`src/cpuIsaPkg.sv`:
```
`default_nettype none

package cpuIsaPkg;

    localparam int wordSize    = 16;
    localparam int regAddrBits = 2;

    localparam logic [regAddrBits-1:0] linkReg = 2'd2;  // JAL writes the return address here
    localparam logic [wordSize-1:0] bubbleInstr = 16'hf03f;  // R-type with unused func, no-op

    typedef enum logic [3:0] {
        BNE   = 4'd0,
        BEQ   = 4'd1,
        BGZ   = 4'd2,
        BLZ   = 4'd3,
        ADI   = 4'd4,
        ORI   = 4'd5,
        LHI   = 4'd6,
        LWD   = 4'd7,
        SWD   = 4'd8,
        JMP   = 4'd9,
        JAL   = 4'd10,
        RTYPE = 4'd15
    } opcodeT;

    // codes 0..7 line up with aluOpT
    typedef enum logic [5:0] {
        ADD = 6'd0,
        SUB = 6'd1,
        AND = 6'd2,
        ORR = 6'd3,
        NOT = 6'd4,
        TCP = 6'd5,
        SHL = 6'd6,
        SHR = 6'd7,
        JPR = 6'd25,
        WWD = 6'd28,
        HLT = 6'd29
    } funcT;

    typedef enum logic [3:0] {
        aluAdd = 4'd0,
        aluSub = 4'd1,
        aluAnd = 4'd2,
        aluOr  = 4'd3,
        aluNot = 4'd4,
        aluTcp = 4'd5,
        aluShl = 4'd6,
        aluShr = 4'd7,
        aluLhi = 4'd8
    } aluOpT;

endpackage

`default_nettype wire

```
`src/cpuMemPkg.sv`:
```
`default_nettype none

package cpuMemPkg;

    localparam int memAddrBits = 8;  // 256 words, address wraps
    localparam logic [15:0] resetPc = 16'h0000;

    typedef enum logic {
        grantFetch = 1'b0,
        grantData  = 1'b1
    } grantT;

endpackage

`default_nettype wire

```
`src/registerFile.sv`:
```
`timescale 1ns/10ps
`default_nettype none

module registerFile import cpuIsaPkg::*; (
    input  wire                    clk,
    input  wire                    rstN,
    input  wire  [regAddrBits-1:0] rs,
    input  wire  [regAddrBits-1:0] rt,
    input  wire  [regAddrBits-1:0] rd,
    input  wire  [wordSize-1:0]    wData,
    input  wire                    wEn,
    output logic [wordSize-1:0]    rData1,
    output logic [wordSize-1:0]    rData2
);

    logic [wordSize-1:0] regs [1 << regAddrBits];

    always_ff @(posedge clk or negedge rstN) begin
        if (!rstN) begin
            for (int i = 0; i < (1 << regAddrBits); i++) begin
                regs[i] <= '0;
            end
        end else if (wEn) begin
            regs[rd] <= wData;
        end
    end

    // WB value seen by decode in the same cycle
    assign rData1 = (wEn && rd == rs) ? wData : regs[rs];
    assign rData2 = (wEn && rd == rt) ? wData : regs[rt];

endmodule

`default_nettype wire

```
`src/aluUnit.sv`:
```
`timescale 1ns/10ps
`default_nettype none

module aluUnit import cpuIsaPkg::*; (
    input  wire  [wordSize-1:0] a,
    input  wire  [wordSize-1:0] b,
    input  wire  aluOpT         aluOp,
    output logic [wordSize-1:0] result
);

    always_comb begin
        case (aluOp)
            aluAdd:  result = a + b;
            aluSub:  result = a - b;
            aluAnd:  result = a & b;
            aluOr:   result = a | b;
            aluNot:  result = ~a;
            aluTcp:  result = ~a + 1'b1;
            aluShl:  result = {a[wordSize-2:0], 1'b0};
            aluShr:  result = {a[wordSize-1], a[wordSize-1:1]};  // arithmetic
            aluLhi:  result = {b[7:0], 8'h00};  // immediate to upper byte
            default: result = a + b;
        endcase
    end

endmodule

`default_nettype wire

```
`src/controlDecoder.sv`:
```
`timescale 1ns/10ps
`default_nettype none

module controlDecoder import cpuIsaPkg::*; (
    input  wire  [wordSize-1:0]    instr,
    output aluOpT                  aluOp,
    output logic                   aluSrcImm,
    output logic                   memRead,
    output logic                   memWrite,
    output logic                   regWrite,
    output logic                   memToReg,
    output logic                   isWwd,
    output logic                   isHalt,
    output logic                   isBranch,
    output logic                   isJump,
    output logic                   isJumpReg,
    output logic                   useRs,
    output logic                   useRt,
    output logic [regAddrBits-1:0] destReg
);

    opcodeT opcode;
    funcT   func;

    assign opcode = opcodeT'(instr[15:12]);
    assign func   = funcT'(instr[5:0]);

    always_comb begin
        aluOp = aluAdd;
        {aluSrcImm, memRead, memWrite, regWrite, memToReg} = 5'b00000;
        {isWwd, isHalt, isBranch, isJump, isJumpReg} = 5'b00000;
        {useRs, useRt} = 2'b00;
        destReg = instr[9:8];  // rt field for immediate and load
        case (opcode)
            ADI, ORI, LHI: begin
                aluOp = (opcode == ORI) ? aluOr : ((opcode == LHI) ? aluLhi : aluAdd);
                {aluSrcImm, regWrite} = 2'b11;
                useRs = (opcode != LHI);
            end
            LWD: {aluSrcImm, memRead, regWrite, memToReg, useRs} = 5'b11111;
            SWD: {aluSrcImm, memWrite, useRs, useRt} = 4'b1111;
            BNE, BEQ, BGZ, BLZ: begin
                {isBranch, useRs} = 2'b11;
                useRt = (opcode == BNE) || (opcode == BEQ);
            end
            JMP: isJump = 1'b1;
            JAL: begin
                {isJump, regWrite} = 2'b11;
                destReg = linkReg;
            end
            RTYPE: begin
                destReg = instr[7:6];
                case (func)
                    ADD, SUB, AND, ORR, NOT, TCP, SHL, SHR: begin
                        aluOp = aluOpT'(func[3:0]);
                        {regWrite, useRs} = 2'b11;
                        useRt = (func == ADD) || (func == SUB) || (func == AND) || (func == ORR);
                    end
                    WWD:     {isWwd, useRs} = 2'b11;
                    JPR:     {isJumpReg, useRs} = 2'b11;
                    HLT:     isHalt = 1'b1;
                    default: ;
                endcase
            end
            default: ;  // unknown opcode, nothing written
        endcase
    end

endmodule

`default_nettype wire

```
`src/hazardForwardUnit.sv`:
```
`timescale 1ns/10ps
`default_nettype none

module hazardForwardUnit import cpuIsaPkg::*; (
    input  wire  [regAddrBits-1:0] idRs,
    input  wire  [regAddrBits-1:0] idRt,
    input  wire                    idUseRs,
    input  wire                    idUseRt,
    input  wire                    idIsBranch,
    input  wire  [regAddrBits-1:0] exRd,
    input  wire                    exRegWrite,
    input  wire                    exMemRead,
    input  wire  [regAddrBits-1:0] memRd,
    input  wire                    memRegWrite,
    input  wire  [regAddrBits-1:0] wbRd,
    input  wire                    wbRegWrite,
    input  wire  [regAddrBits-1:0] exRs,
    input  wire  [regAddrBits-1:0] exRt,
    output logic                   stall,
    output logic [1:0]             forwardA,
    output logic [1:0]             forwardB
);

    logic exHit, memHit;

    assign exHit  = (idUseRs && idRs == exRd) || (idUseRt && idRt == exRd);
    assign memHit = (idUseRs && idRs == memRd) || (idUseRt && idRt == memRd);

    // load-use, or branch/JPR operand still in flight
    assign stall = (exMemRead && exHit) ||
                   (idIsBranch && ((exRegWrite && exHit) || (memRegWrite && memHit)));

    // 10 = MEM result, 01 = WB result
    always_comb begin
        if (memRegWrite && memRd == exRs)     forwardA = 2'b10;
        else if (wbRegWrite && wbRd == exRs)  forwardA = 2'b01;
        else                                  forwardA = 2'b00;
        if (memRegWrite && memRd == exRt)     forwardB = 2'b10;
        else if (wbRegWrite && wbRd == exRt)  forwardB = 2'b01;
        else                                  forwardB = 2'b00;
    end

endmodule

`default_nettype wire

```
`src/cpuDatapath.sv`:
```
`timescale 1ns/10ps
`default_nettype none

module cpuDatapath import cpuIsaPkg::*, cpuMemPkg::*; (
    input  wire                    clk,
    input  wire                    rstN,
    input  wire  grantT            grant,
    output logic [memAddrBits-1:0] fetchAddr,
    output logic                   fetchRead,
    input  wire  [wordSize-1:0]    fetchData,
    output logic [memAddrBits-1:0] dataAddr,
    output logic [wordSize-1:0]    dataWdata,
    output logic                   dataRead,
    output logic                   dataWrite,
    input  wire  [wordSize-1:0]    dataRdata,
    output logic [wordSize-1:0]    outputPort,
    output logic                   outputValid,
    output logic [wordSize-1:0]    numInst,
    output logic                   halted
);

    logic [wordSize-1:0] pc, pcPlus1, idInstr, idPc1;
    logic fetchOn, haltSeen, fetchOk, idValid;

    opcodeT idOp;
    aluOpT  ctlAluOp, exAluOp;
    logic ctlAluSrcImm, ctlMemRead, ctlMemWrite, ctlRegWrite, ctlMemToReg, ctlIsWwd;
    logic ctlIsHalt, ctlIsBranch, ctlIsJump, ctlIsJumpReg, ctlUseRs, ctlUseRt;
    logic [regAddrBits-1:0] idRs, idRt, ctlDest;
    logic [wordSize-1:0] idRsVal, idRtVal, idImm, branchTarget, nextPc;
    logic branchTaken, redirect, stall;

    logic exValid, exAluSrcImm, exMemRead, exMemWrite, exRegWrite, exMemToReg;
    logic exIsWwd, exIsHalt, exIsJump;
    logic [regAddrBits-1:0] exRs, exRt, exRd;
    logic [wordSize-1:0] exRsVal, exRtVal, exImm, exPc1, opA, opB, aluResult, exResult;
    logic [1:0] forwardA, forwardB;

    logic memValid, memMemRead, memMemWrite, memRegWrite, memMemToReg, memIsWwd, memIsHalt;
    logic [regAddrBits-1:0] memRd, wbRd;
    logic [wordSize-1:0] memResult, memStoreVal, wbResult, wbLoadVal, wbData;
    logic wbValid, wbRegWrite, wbMemToReg, wbIsWwd, wbIsHalt;

    assign pcPlus1   = pc + 1'b1;
    assign fetchAddr = pc[memAddrBits-1:0];
    assign fetchRead = fetchOn;
    assign fetchOk   = fetchOn && (grant == grantFetch);  // lost arbitration means a bubble

    assign idOp  = opcodeT'(idInstr[15:12]);
    assign idRs  = idInstr[11:10];
    assign idRt  = idInstr[9:8];
    assign idImm = (idOp == ORI) ? {8'h00, idInstr[7:0]} : {{8{idInstr[7]}}, idInstr[7:0]};

    controlDecoder i_decoder (
        .instr(idInstr), .aluOp(ctlAluOp), .aluSrcImm(ctlAluSrcImm), .memRead(ctlMemRead),
        .memWrite(ctlMemWrite), .regWrite(ctlRegWrite), .memToReg(ctlMemToReg),
        .isWwd(ctlIsWwd), .isHalt(ctlIsHalt), .isBranch(ctlIsBranch), .isJump(ctlIsJump),
        .isJumpReg(ctlIsJumpReg), .useRs(ctlUseRs), .useRt(ctlUseRt), .destReg(ctlDest)
    );

    registerFile i_regFile (
        .clk, .rstN, .rs(idRs), .rt(idRt), .rd(wbRd), .wData(wbData), .wEn(wbRegWrite),
        .rData1(idRsVal), .rData2(idRtVal)
    );

    hazardForwardUnit i_hazard (
        .idRs, .idRt, .idUseRs(ctlUseRs), .idUseRt(ctlUseRt),
        .idIsBranch(ctlIsBranch || ctlIsJumpReg), .exRd, .exRegWrite, .exMemRead,
        .memRd, .memRegWrite, .wbRd, .wbRegWrite, .exRs, .exRt, .stall, .forwardA, .forwardB
    );

    always_comb begin
        case (idOp)
            BEQ:     branchTaken = (idRsVal == idRtVal);
            BNE:     branchTaken = (idRsVal != idRtVal);
            BGZ:     branchTaken = !idRsVal[wordSize-1] && (idRsVal != '0);
            BLZ:     branchTaken = idRsVal[wordSize-1];
            default: branchTaken = 1'b0;
        endcase
    end

    assign branchTarget = idPc1 + idImm;
    assign nextPc = ctlIsJumpReg ? idRsVal :
                    (ctlIsJump ? {idPc1[15:12], idInstr[11:0]} : branchTarget);
    assign redirect = !stall && ((ctlIsBranch && branchTaken) || ctlIsJump || ctlIsJumpReg);

    // EX operands
    assign opA = (forwardA == 2'b10) ? memResult : ((forwardA == 2'b01) ? wbData : exRsVal);
    assign opB = (forwardB == 2'b10) ? memResult : ((forwardB == 2'b01) ? wbData : exRtVal);

    aluUnit i_alu (.a(opA), .b(exAluSrcImm ? exImm : opB), .aluOp(exAluOp), .result(aluResult));

    assign exResult = exIsJump ? exPc1 : (exIsWwd ? opA : aluResult);  // link or WWD value

    assign dataAddr    = memResult[memAddrBits-1:0];
    assign dataWdata   = memStoreVal;
    assign dataRead    = memMemRead;
    assign dataWrite   = memMemWrite;
    assign wbData      = wbMemToReg ? wbLoadVal : wbResult;
    assign outputPort  = wbResult;
    assign outputValid = wbValid && wbIsWwd;

    always_ff @(posedge clk or negedge rstN) begin
        if (!rstN) begin
            pc <= resetPc;
            {fetchOn, haltSeen, idValid, halted} <= 4'b0000;
            idInstr <= bubbleInstr;
            {exValid, exMemRead, exMemWrite, exRegWrite, exIsWwd, exIsHalt} <= 6'b000000;
            {memValid, memMemRead, memMemWrite, memRegWrite, memIsWwd, memIsHalt} <= 6'b000000;
            {wbValid, wbRegWrite, wbIsWwd, wbIsHalt} <= 4'b0000;
            numInst <= '0;
        end else if (!halted) begin
            fetchOn <= !haltSeen && !ctlIsHalt;  // nothing fetched past HLT
            if (ctlIsHalt) haltSeen <= 1'b1;
            if (!stall) begin
                if (redirect)     pc <= nextPc;
                else if (fetchOk) pc <= pcPlus1;
                idValid <= fetchOk && !redirect && !ctlIsHalt;
                idInstr <= (fetchOk && !redirect && !ctlIsHalt) ? fetchData : bubbleInstr;
            end
            exValid    <= idValid && !stall;
            exMemRead  <= ctlMemRead && !stall;
            exMemWrite <= ctlMemWrite && !stall;
            exRegWrite <= ctlRegWrite && !stall;
            exIsWwd    <= ctlIsWwd && !stall;
            exIsHalt   <= ctlIsHalt && !stall;
            {memValid, memMemRead, memMemWrite} <= {exValid, exMemRead, exMemWrite};
            {memRegWrite, memIsWwd, memIsHalt}  <= {exRegWrite, exIsWwd, exIsHalt};
            {wbValid, wbRegWrite, wbIsWwd, wbIsHalt} <= {memValid, memRegWrite, memIsWwd, memIsHalt};
            if (wbValid) numInst <= numInst + 1'b1;
            if (wbValid && wbIsHalt) halted <= 1'b1;
        end
    end

    always_ff @(posedge clk) begin
        if (!halted) begin
            if (!stall && fetchOk) idPc1 <= pcPlus1;
            {exAluOp, exAluSrcImm, exMemToReg, exIsJump} <=
                {ctlAluOp, ctlAluSrcImm, ctlMemToReg, ctlIsJump};
            {exRs, exRt, exRd} <= {idRs, idRt, ctlDest};
            {exRsVal, exRtVal, exImm, exPc1} <= {idRsVal, idRtVal, idImm, idPc1};
            {memRd, memMemToReg, memResult, memStoreVal} <= {exRd, exMemToReg, exResult, opB};
            {wbRd, wbMemToReg, wbResult, wbLoadVal} <= {memRd, memMemToReg, memResult, dataRdata};
        end
    end

endmodule

`default_nettype wire

```
`src/memArbiter.sv`:
```
`timescale 1ns/10ps
`default_nettype none

module memArbiter import cpuIsaPkg::*, cpuMemPkg::*; (
    input  wire                    clk,
    input  wire                    rstN,
    input  wire  [memAddrBits-1:0] fetchAddr,
    input  wire                    fetchRead,
    input  wire  [memAddrBits-1:0] dataAddr,
    input  wire  [wordSize-1:0]    dataWdata,
    input  wire                    dataRead,
    input  wire                    dataWrite,
    output grantT                  grant,
    output logic [memAddrBits-1:0] memAddr,
    output logic [wordSize-1:0]    memWdata,
    output logic                   memRead,
    output logic                   memWrite
);

    grantT lastGrant;
    logic  dataReq;

    assign dataReq = dataRead || dataWrite;

    // data side always wins
    always_comb begin
        if (dataReq)        grant = grantData;
        else if (fetchRead) grant = grantFetch;
        else                grant = lastGrant;  // idle, park on previous owner
    end

    always_ff @(posedge clk or negedge rstN) begin
        if (!rstN) lastGrant <= grantFetch;
        else       lastGrant <= grant;
    end

    assign memAddr  = (grant == grantData) ? dataAddr : fetchAddr;
    assign memWdata = dataWdata;
    assign memRead  = (grant == grantData) ? dataRead : fetchRead;
    assign memWrite = (grant == grantData) && dataWrite;

endmodule

`default_nettype wire

```
`src/cpuTop.sv`:
```
`timescale 1ns/10ps
`default_nettype none

module cpuTop import cpuIsaPkg::*, cpuMemPkg::*; (
    input  wire                    clk,
    input  wire                    rstN,
    output logic [memAddrBits-1:0] memAddr,
    output logic [wordSize-1:0]    memWdata,
    output logic                   memRead,
    output logic                   memWrite,
    input  wire  [wordSize-1:0]    memRdata,
    output logic [wordSize-1:0]    outputPort,
    output logic                   outputValid,
    output logic [wordSize-1:0]    numInst,
    output logic                   halted
);

    grantT grant;
    logic [memAddrBits-1:0] fetchAddr, dataAddr;
    logic [wordSize-1:0] dataWdata;
    logic fetchRead, dataRead, dataWrite;

    // both ports see the shared read data
    cpuDatapath i_datapath (
        .clk, .rstN, .grant, .fetchAddr, .fetchRead, .fetchData(memRdata),
        .dataAddr, .dataWdata, .dataRead, .dataWrite, .dataRdata(memRdata),
        .outputPort, .outputValid, .numInst, .halted
    );

    memArbiter i_arbiter (
        .clk, .rstN, .fetchAddr, .fetchRead, .dataAddr, .dataWdata, .dataRead, .dataWrite,
        .grant, .memAddr, .memWdata, .memRead, .memWrite
    );

endmodule

`default_nettype wire

```
`config.mk`:
```
export PLATFORM = sky130hd
export DESIGN_NAME = cpuTop
export DESIGN_NICKNAME = d
export VERILOG_FILES = /design/src/cpuIsaPkg.sv /design/src/cpuMemPkg.sv /design/src/registerFile.sv /design/src/aluUnit.sv /design/src/controlDecoder.sv /design/src/hazardForwardUnit.sv /design/src/cpuDatapath.sv /design/src/memArbiter.sv /design/src/cpuTop.sv
export SDC_FILE = /design/constraint.sdc
export NUM_CORES = 1
export LEC_CHECK = 0
export BUFFER_PORTS_ARGS = -buffer_cell sky130_fd_sc_hd__buf_2
export CORE_ASPECT_RATIO = 1.4
export CORE_MARGIN = 10
export CORE_UTILIZATION = 33
export CTS_CLUSTER_SIZE = 14
export DETAILED_ROUTE_END_ITERATION = 8
export SETUP_SLACK_MARGIN = 0.5
export SLEW_MARGIN = 40
export SYNTH_ARGS = -nofsm -noshare
export SYNTH_HDL_FRONTEND = slang
export SYNTH_SLANG_ARGS = --single-unit
```
`constraint.sdc`:
```
create_clock -name clk -period 5.39 [get_ports clk]
set_input_delay 0.2695 -clock clk [delete_from_list [all_inputs] [get_ports clk]]
set_output_delay 0.2695 -clock clk [all_outputs]
set_load 0.1 [all_outputs]
```
==> metrics.csv, run 1 <==
metric,value,unit
top_layer,met4,
ys.flop_type,edfxtp_1,
met2WireLength,27200,um
track_usage,0.1812,
drc,0,
syn_inst,1649,
met3_wirelength,3221,um
port_buffers,77,
yosysUniqueCellTypes,87,
rsz0062_at_grt,yes,
synthMuxAreaShare,0.09216,
setup_violations,0,
mostFrequentLayoutCells,"nand2_1 (181), edfxtp_1 (156), o21ai_0 (155)",
ys_seq_area_frac,0.4737,
outcome,"complete, no violations",
detail_route.wl_per_cell,23.12,um
ctsRootBufferMaster,clkbuf_16,
synthArstFlopShare,0.4602,
htreeDepth,1,
mappedNetlistArea,16940,sq um
diodes,0,
antenna_found_initial,1,
syn_to_final_growth,14.93,%
drt_wl_total,56080,um
crit_fanout,22,
final_common_cell,nand2_1,
numCtsBuffers,29,
path_class,reg2reg,
synth_warnings,0,
ios,78,
synth_top_family_by_area,compound AO/OA/AOI/OAI gates,
die_area,60930,sq um
drtIter0Drc,1068,
grt_max_degree,71,
slew_viol_final,0,
fmax,0.2123,GHz
synth_xor_area_frac,0.06772,
final_cell_count_no_fill,2426,
slew_headroom,0.3725,
clock_sinks,289,
skew,0.01763,ns
start_util,0.3321,
drive_above_1_share,0.1751,
fin_nets,1809,
via_count,13550,
crit_arrival,5.01,ns
end_kind,flop,
synth-compound-area-share,0.1706,
synth-simple-area-share,0.1219,
min-delay-path-class,in2async,
final.setup.tns,0,ns
clock_path_buffers,3,
worstSkewPairLatency,0.58,ns
die_x,211.5,um
ant_nets,0,
cts.clk_slew.worst_paths,0.07,ns
synth_fa_ha_area_frac,0.03131,
startpoint_type,flop,
coreArea,51010,sq um
place.gp.congestion,0.9509,
syn_nets,1705,
timing.final.crit_period,4.711,ns
vias_per_cell,5.585,
grt_remaining_overflow,0,
grt_pass1_wl,84590,um
synth_edf_count,156,
max-cap-violations,0,
grt_pass1_vias,13510,
worstRegToRegCells,18,
rows,98,
min_period_over_period,0.8740,
place_hpwl,42670,um
fp.dieH,288.1,um
final_core_util,0.3817,
cts_tree,yes,
place_inst,2350,
drt-pass1-iter-count,6,
required,5.69,ns
worstMarginPinSlew,0.9315,ns
hold_viol,0,
synth-seq-cells,289,
syn_area_per_cell,10.27,sq um
wl_met1,22400,um
cell type report:
class	instances	area, sq um
Fill cell	5052	31540
Timing Repair Buffer	171	1196
Sequential cell	289	8025
Clock buffer	41	844.6
Inverter	59	225.2
Multi-Input combinational cell	1203	8252
Clock inverter	13	115.1
Tap cell	650	813.3
final timing paths:
kind | end | slack, ns | startpoint
setup / recovery | i_datapath.memResult[11]$_DFFE_PN_ | 0.68 | i_datapath.exRt[1]$_DFFE_PN_
hold / removal | i_datapath.i_regFile.regs[15]$_DFFE_PN0P_ | 0.27 | rstN
setup reg to reg | i_datapath.memResult[11]$_DFFE_PN_ | 0.68 | i_datapath.exRt[1]$_DFFE_PN_
hold reg to reg | i_datapath.wbMemToReg$_DFFE_PN_ | 0.43 | i_datapath.memMemToReg$_DFFE_PN_
max in group asynchronous | i_datapath.pc[6]$_DFFE_PN0P_ | 4.07 | rstN
min in group clk | i_datapath.wbLoadVal[10]$_DFFE_PN_ | 0.42 | memRdata[10]
logic make-up after synthesis:
kind of cell    after synthesis
simple gates                448
fa+ha+maj                    42
buf+inv                     157
xor+xnor                    131
compound gates              471
mux                         111
flops                       289
cells in the mapped netlist (15+ instances only):
cell        n  share of area
dfrtp_1   123           0.18
nand4_1    15         0.0055
nand2_1   181          0.040
mux2i_1    44          0.026
mux4_2     31          0.041
xor2_1     40          0.021
and3_1     16         0.0059
xnor2_1    91          0.047
edfxtp_1  156           0.28
nand3_1    39          0.012
a21oi_1   108          0.032
a211oi_1   17         0.0075
inv_1      56          0.012
mux2_2     34          0.023
ha_1       36          0.027
o22ai_1    18         0.0066
clkbuf_1   58          0.013
nor2_1    109          0.024
o21ai_1    22         0.0065
o21ai_0   161          0.048
worst max-delay path: stages (launching register included):
cell	delay, ns
edfxtp_1	0.42
xnor2_1	0.16
nand3_1	0.19
buf_4	0.31
mux2i_1	0.23
o21ai_0	0.09
buf_4	0.16
mux2i_1	0.48
nand3_1	0.24
nor2_1	0.21
nor2_1	0.07
xor2_1	0.14
ha_1	0.41
nand2_1	0.10
nand2_1	0.05
a41oi_1	0.27
a21oi_1	0.16
xnor2_1	0.17
a311oi_1	0.55
flip-flops by register name, indices dropped and copies added (netlist names), 2 cells and up:
register and count:
i_datapath.i_regFile.regs 64, i_datapath.dataWdata 16, i_datapath.exPc1 16, i_datapath.exRsVal 16, i_datapath.exRtVal 16, i_datapath.idInstr 16, i_datapath.idPc1 16, i_datapath.memResult 16
i_datapath.numInst 16, i_datapath.outputPort 16, i_datapath.pc 16, i_datapath.wbLoadVal 16, i_datapath.exImm 9, i_datapath.exAluOp 4, i_datapath.exRd 2, i_datapath.exRs 2
i_datapath.exRt 2, i_datapath.memRd 2, i_datapath.wbRd 2
metal layers:
layer	vias to the layer above	track usage
li1	6277	-
met1	6659	0.2204
met2	486	0.3073
met3	127	0.02177
met4	0	0.09908
met5	-	0
per-stage QoR:
| stage | hold WS (ns) | cell area [sq um] | setup slack [ns] |
|---|---|---|---|
| 3_5_place_dp | 0.3236 | 18230 | 0.4814 |
| 2_1_floorplan | -0.02609 | 16950 | 0.6433 |
| 5_1_grt | 0.3418 | 19470 | 0.3544 |
| 3_3_place_gp | 0.3114 | 18220 | 0.5327 |
| 4_1_cts | 0.2767 | 19370 | 0.5335 |
| 6_report | 0.2690 | 19470 | 0.6791 |
what timing repair did:
action / CTS / global route
buffers inserted: 0 / 4
endpoints found under the setup margin: 3 / 9
endpoints found under the hold margin: 101 / 0
hold buffers: 17 / 0
resized for setup: 2 / 10
Power of run 1 is left out: the tool's default activity adds up to more than one toggle a clock period on the data nets, which glitch-free logic cannot reach.
==> run 2, diff against run 1 <==
Settings changed: ABC_AREA set to 1, SLEW_MARGIN 40 to 20.
==> metrics.csv, run 2 <==
metric,value,unit
synth-seq-cells,289,
final_common_cell,nand2_1,
numCtsBuffers,34,
ys.flop_type,edfxtp_1,
cts.clk_slew.worst_paths,0.06,ns
mappedNetlistArea,18710,sq um
largest_reg_flops,64,
min_period_over_period,0.8445,
via_count,18080,
required,5.63,ns
ios,78,
crit_chain,buf_4 > o21ai_2 > inv_1 > nand3_1 > nand3_1 > nand3_1 > nand2_1 > nor2_1 > nand2_1 > nor2_1 > nor2_1 > xor2_1 > ha_1 > nand2_1 > nor3_1 > nand3_1 > nand3_1 > nand3_1 > nand2_1 > nand2_1 > nand3_1 > nand4_1 > nand2_1 > nand2_1,
outcome,"complete, but fails checks",
track_usage,0.2067,
coreArea,56320,sq um
synth_commonest_cells,"nand2_1 (834), nand3_1 (318), inv_1 (289), nor2_1 (191), edfxtp_1 (156)",
drt-pass1-iter-count,9,
top_register,i_datapath.i_regFile.regs,
yosysTopAreaCell,edfxtp_1,
antenna_found_initial,0,
grt_remaining_overflow,0,
max_stage_delay,0.54,ns
yosysMostFrequentCell,nand2_1,
setup_violations,0,
clock_sinks,289,
ctsRootBufferMaster,clkbuf_16,
die_area,66750,sq um
slew_viol_final,0,
slowest_stage,edfxtp_1,
hold_viol,0,
rsz0062_at_grt,no,
drive_above_1_share,0.1075,
diodes,0,
fmax,0.2197,GHz
grt_max_degree,87,
synth_top_family_by_area,simple AND/OR/NAND/NOR gates,
reg2reg_slack,0.84,ns
port_buffers,77,
max-cap-violations,0,
synth-simple-area-share,0.3244,
path_class,reg2reg,
detail_route.wl_per_cell,20.92,um
synthMuxAreaShare,0.0006019,
violations,DRC,
syn_inst,2553,
grt_pass1_vias,17510,
synth_xor_area_frac,0.02709,
skew,0.03288,ns
drc,9,
cts_tree,yes,
drtIter0Drc,1814,
rows,103,
place.gp.congestion,0.9773,
synth_warnings,0,
synth_top_cells_by_area,"edfxtp_1 (25%), nand2_1 (17%), dfrtp_1 (16%), nand3_1 (8.5%), inv_1 (5.8%)",
grt_pass1_wl,107100,um
crit_fanout,7,
synth_edf_count,156,
worstSkewPairLatency,0.55,ns
syn_nets,2609,
worstMarginPinSlew,1.076,ns
path_buf_inv,2,
path_delay_family,simple AND/OR/NAND/NOR gates,
crit_arrival,4.79,ns
min-delay-path-class,in2async,
ys_seq_area_frac,0.4290,
ant_nets,0,
fp.dieH,301.7,um
synthArstFlopShare,0.4602,
synth-compound-area-share,0.1038,
htreeDepth,2,
start_util,0.3322,
startpoint_type,flop,
drt_wl_total,71430,um
synth_top_area_frac,0.2504,
end_kind,flop,
timing.final.crit_period,4.552,ns
syn_to_final_growth,14.33,%
die_x,221.2,um
fin_nets,2709,
vias_per_cell,5.295,
place_hpwl,52920,um
slew_headroom,0.2770,
yosysUniqueCellTypes,57,
syn_area_per_cell,7.328,sq um
synth_fa_ha_area_frac,0.02622,
mostFrequentLayoutCells,"nand2_1 (831), nand3_1 (317), inv_1 (289)",
clock_path_buffers,3,
final.setup.tns,0,ns
run 2: changes by cell type in the layout (fill, tap and decap cells not counted), sizes merged, moves of 12 or more:
cell / before / now
a21o: 14 / 2
nand2b: 14 / 1
a221oi: 14 / 1
inv: 60 / 301
and3: 16 / 1
mux2i: 45 / 0
nand3: 40 / 321
mux2: 34 / 1
nand2: 181 / 839
a211oi: 17 / 0
xnor2: 91 / 18
nor2: 110 / 199
mux4: 32 / 0
o21ai: 185 / 135
run 2: cell families after synthesis:
logic type | Yosys count
mux | 1
xor+xnor | 57
flops | 289
compound gates | 325
simple gates | 1438
buf+inv | 405
fa+ha+maj | 38
run 2: timing repair:
action / 4_1_cts / 5_1_grt
gates resized for setup: 0 / 8
hold buffers: 17 / 0
setup buffers: 0 / 8
hold endpoints to repair: 100 / 0
setup endpoints to repair: 0 / 9
run 2: worst register-to-register path: stages (launching register included):
cell	delay [ns]
edfxtp_1	0.54
buf_4	0.21
o21ai_2	0.27
inv_1	0.20
nand3_1	0.13
nand3_1	0.12
nand3_1	0.13
nand2_1	0.19
nor2_1	0.13
nand2_1	0.06
nor2_1	0.22
nor2_1	0.08
xor2_1	0.17
ha_1	0.40
nand2_1	0.08
nor3_1	0.32
nand3_1	0.13
nand3_1	0.16
nand3_1	0.13
nand2_1	0.09
nand2_1	0.05
nand3_1	0.07
nand4_1	0.12
nand2_1	0.10
nand2_1	0.14
run 2: cell type report:
cell class,count,area (sq um)
clock buffers,45,933.4
clock inverters,17,163.9
fillers,5822,34930
inverters,303,1142
multi-input cells,1859,9079
flip-flops and latches,289,8025
well taps,735,919.6
repair buffers,166,1125
run 2: per-stage QoR:
step | area (sq um) | worst slack (ns) | utilization | hold slack, ns | std cells
CTS | 21290 | 0.5166 | 0.3780 | 0.3848 | 3406
floorplan | 18710 | 1.321 | - | -0.02609 | 2553
global placement | 20020 | 0.5824 | 0.3554 | 0.3684 | 3327
finish | 21390 | 0.8382 | 0.3798 | 0.3220 | 3414
global route | 21390 | 0.4923 | 0.3798 | 0.4248 | 3414
detailed placement | 20020 | 0.5284 | 0.3555 | 0.3612 | 3327
run 2: final timing paths:
path	startpoint	endpoint	cells after the start
min in group clk	i_datapath.memMemToReg$_DFFE_PN_	i_datapath.wbMemToReg$_DFFE_PN_	0
worst min register to register	i_datapath.memMemToReg$_DFFE_PN_	i_datapath.wbMemToReg$_DFFE_PN_	0
worst max-delay path	i_datapath.wbMemToReg$_DFFE_PN_	i_datapath.memResult[12]$_DFFE_PN_	24
worst max register to register	i_datapath.wbMemToReg$_DFFE_PN_	i_datapath.memResult[12]$_DFFE_PN_	24
worst min-delay path	rstN	i_datapath.i_regFile.regs[37]$_DFFE_PN0P_	2
max in group asynchronous	rstN	i_datapath.i_regFile.regs[26]$_DFFE_PN0P_	3
run 2: metal layers:
metal  vias up  track usage  wire, um
li1       8543            -         -
met1      8525       0.2433     28040
met2       803       0.3582     34800
met3       205      0.02567      4364
met4         0       0.1188      4223
met5         -            0         0
Power of run 2 is left out for the same reason.
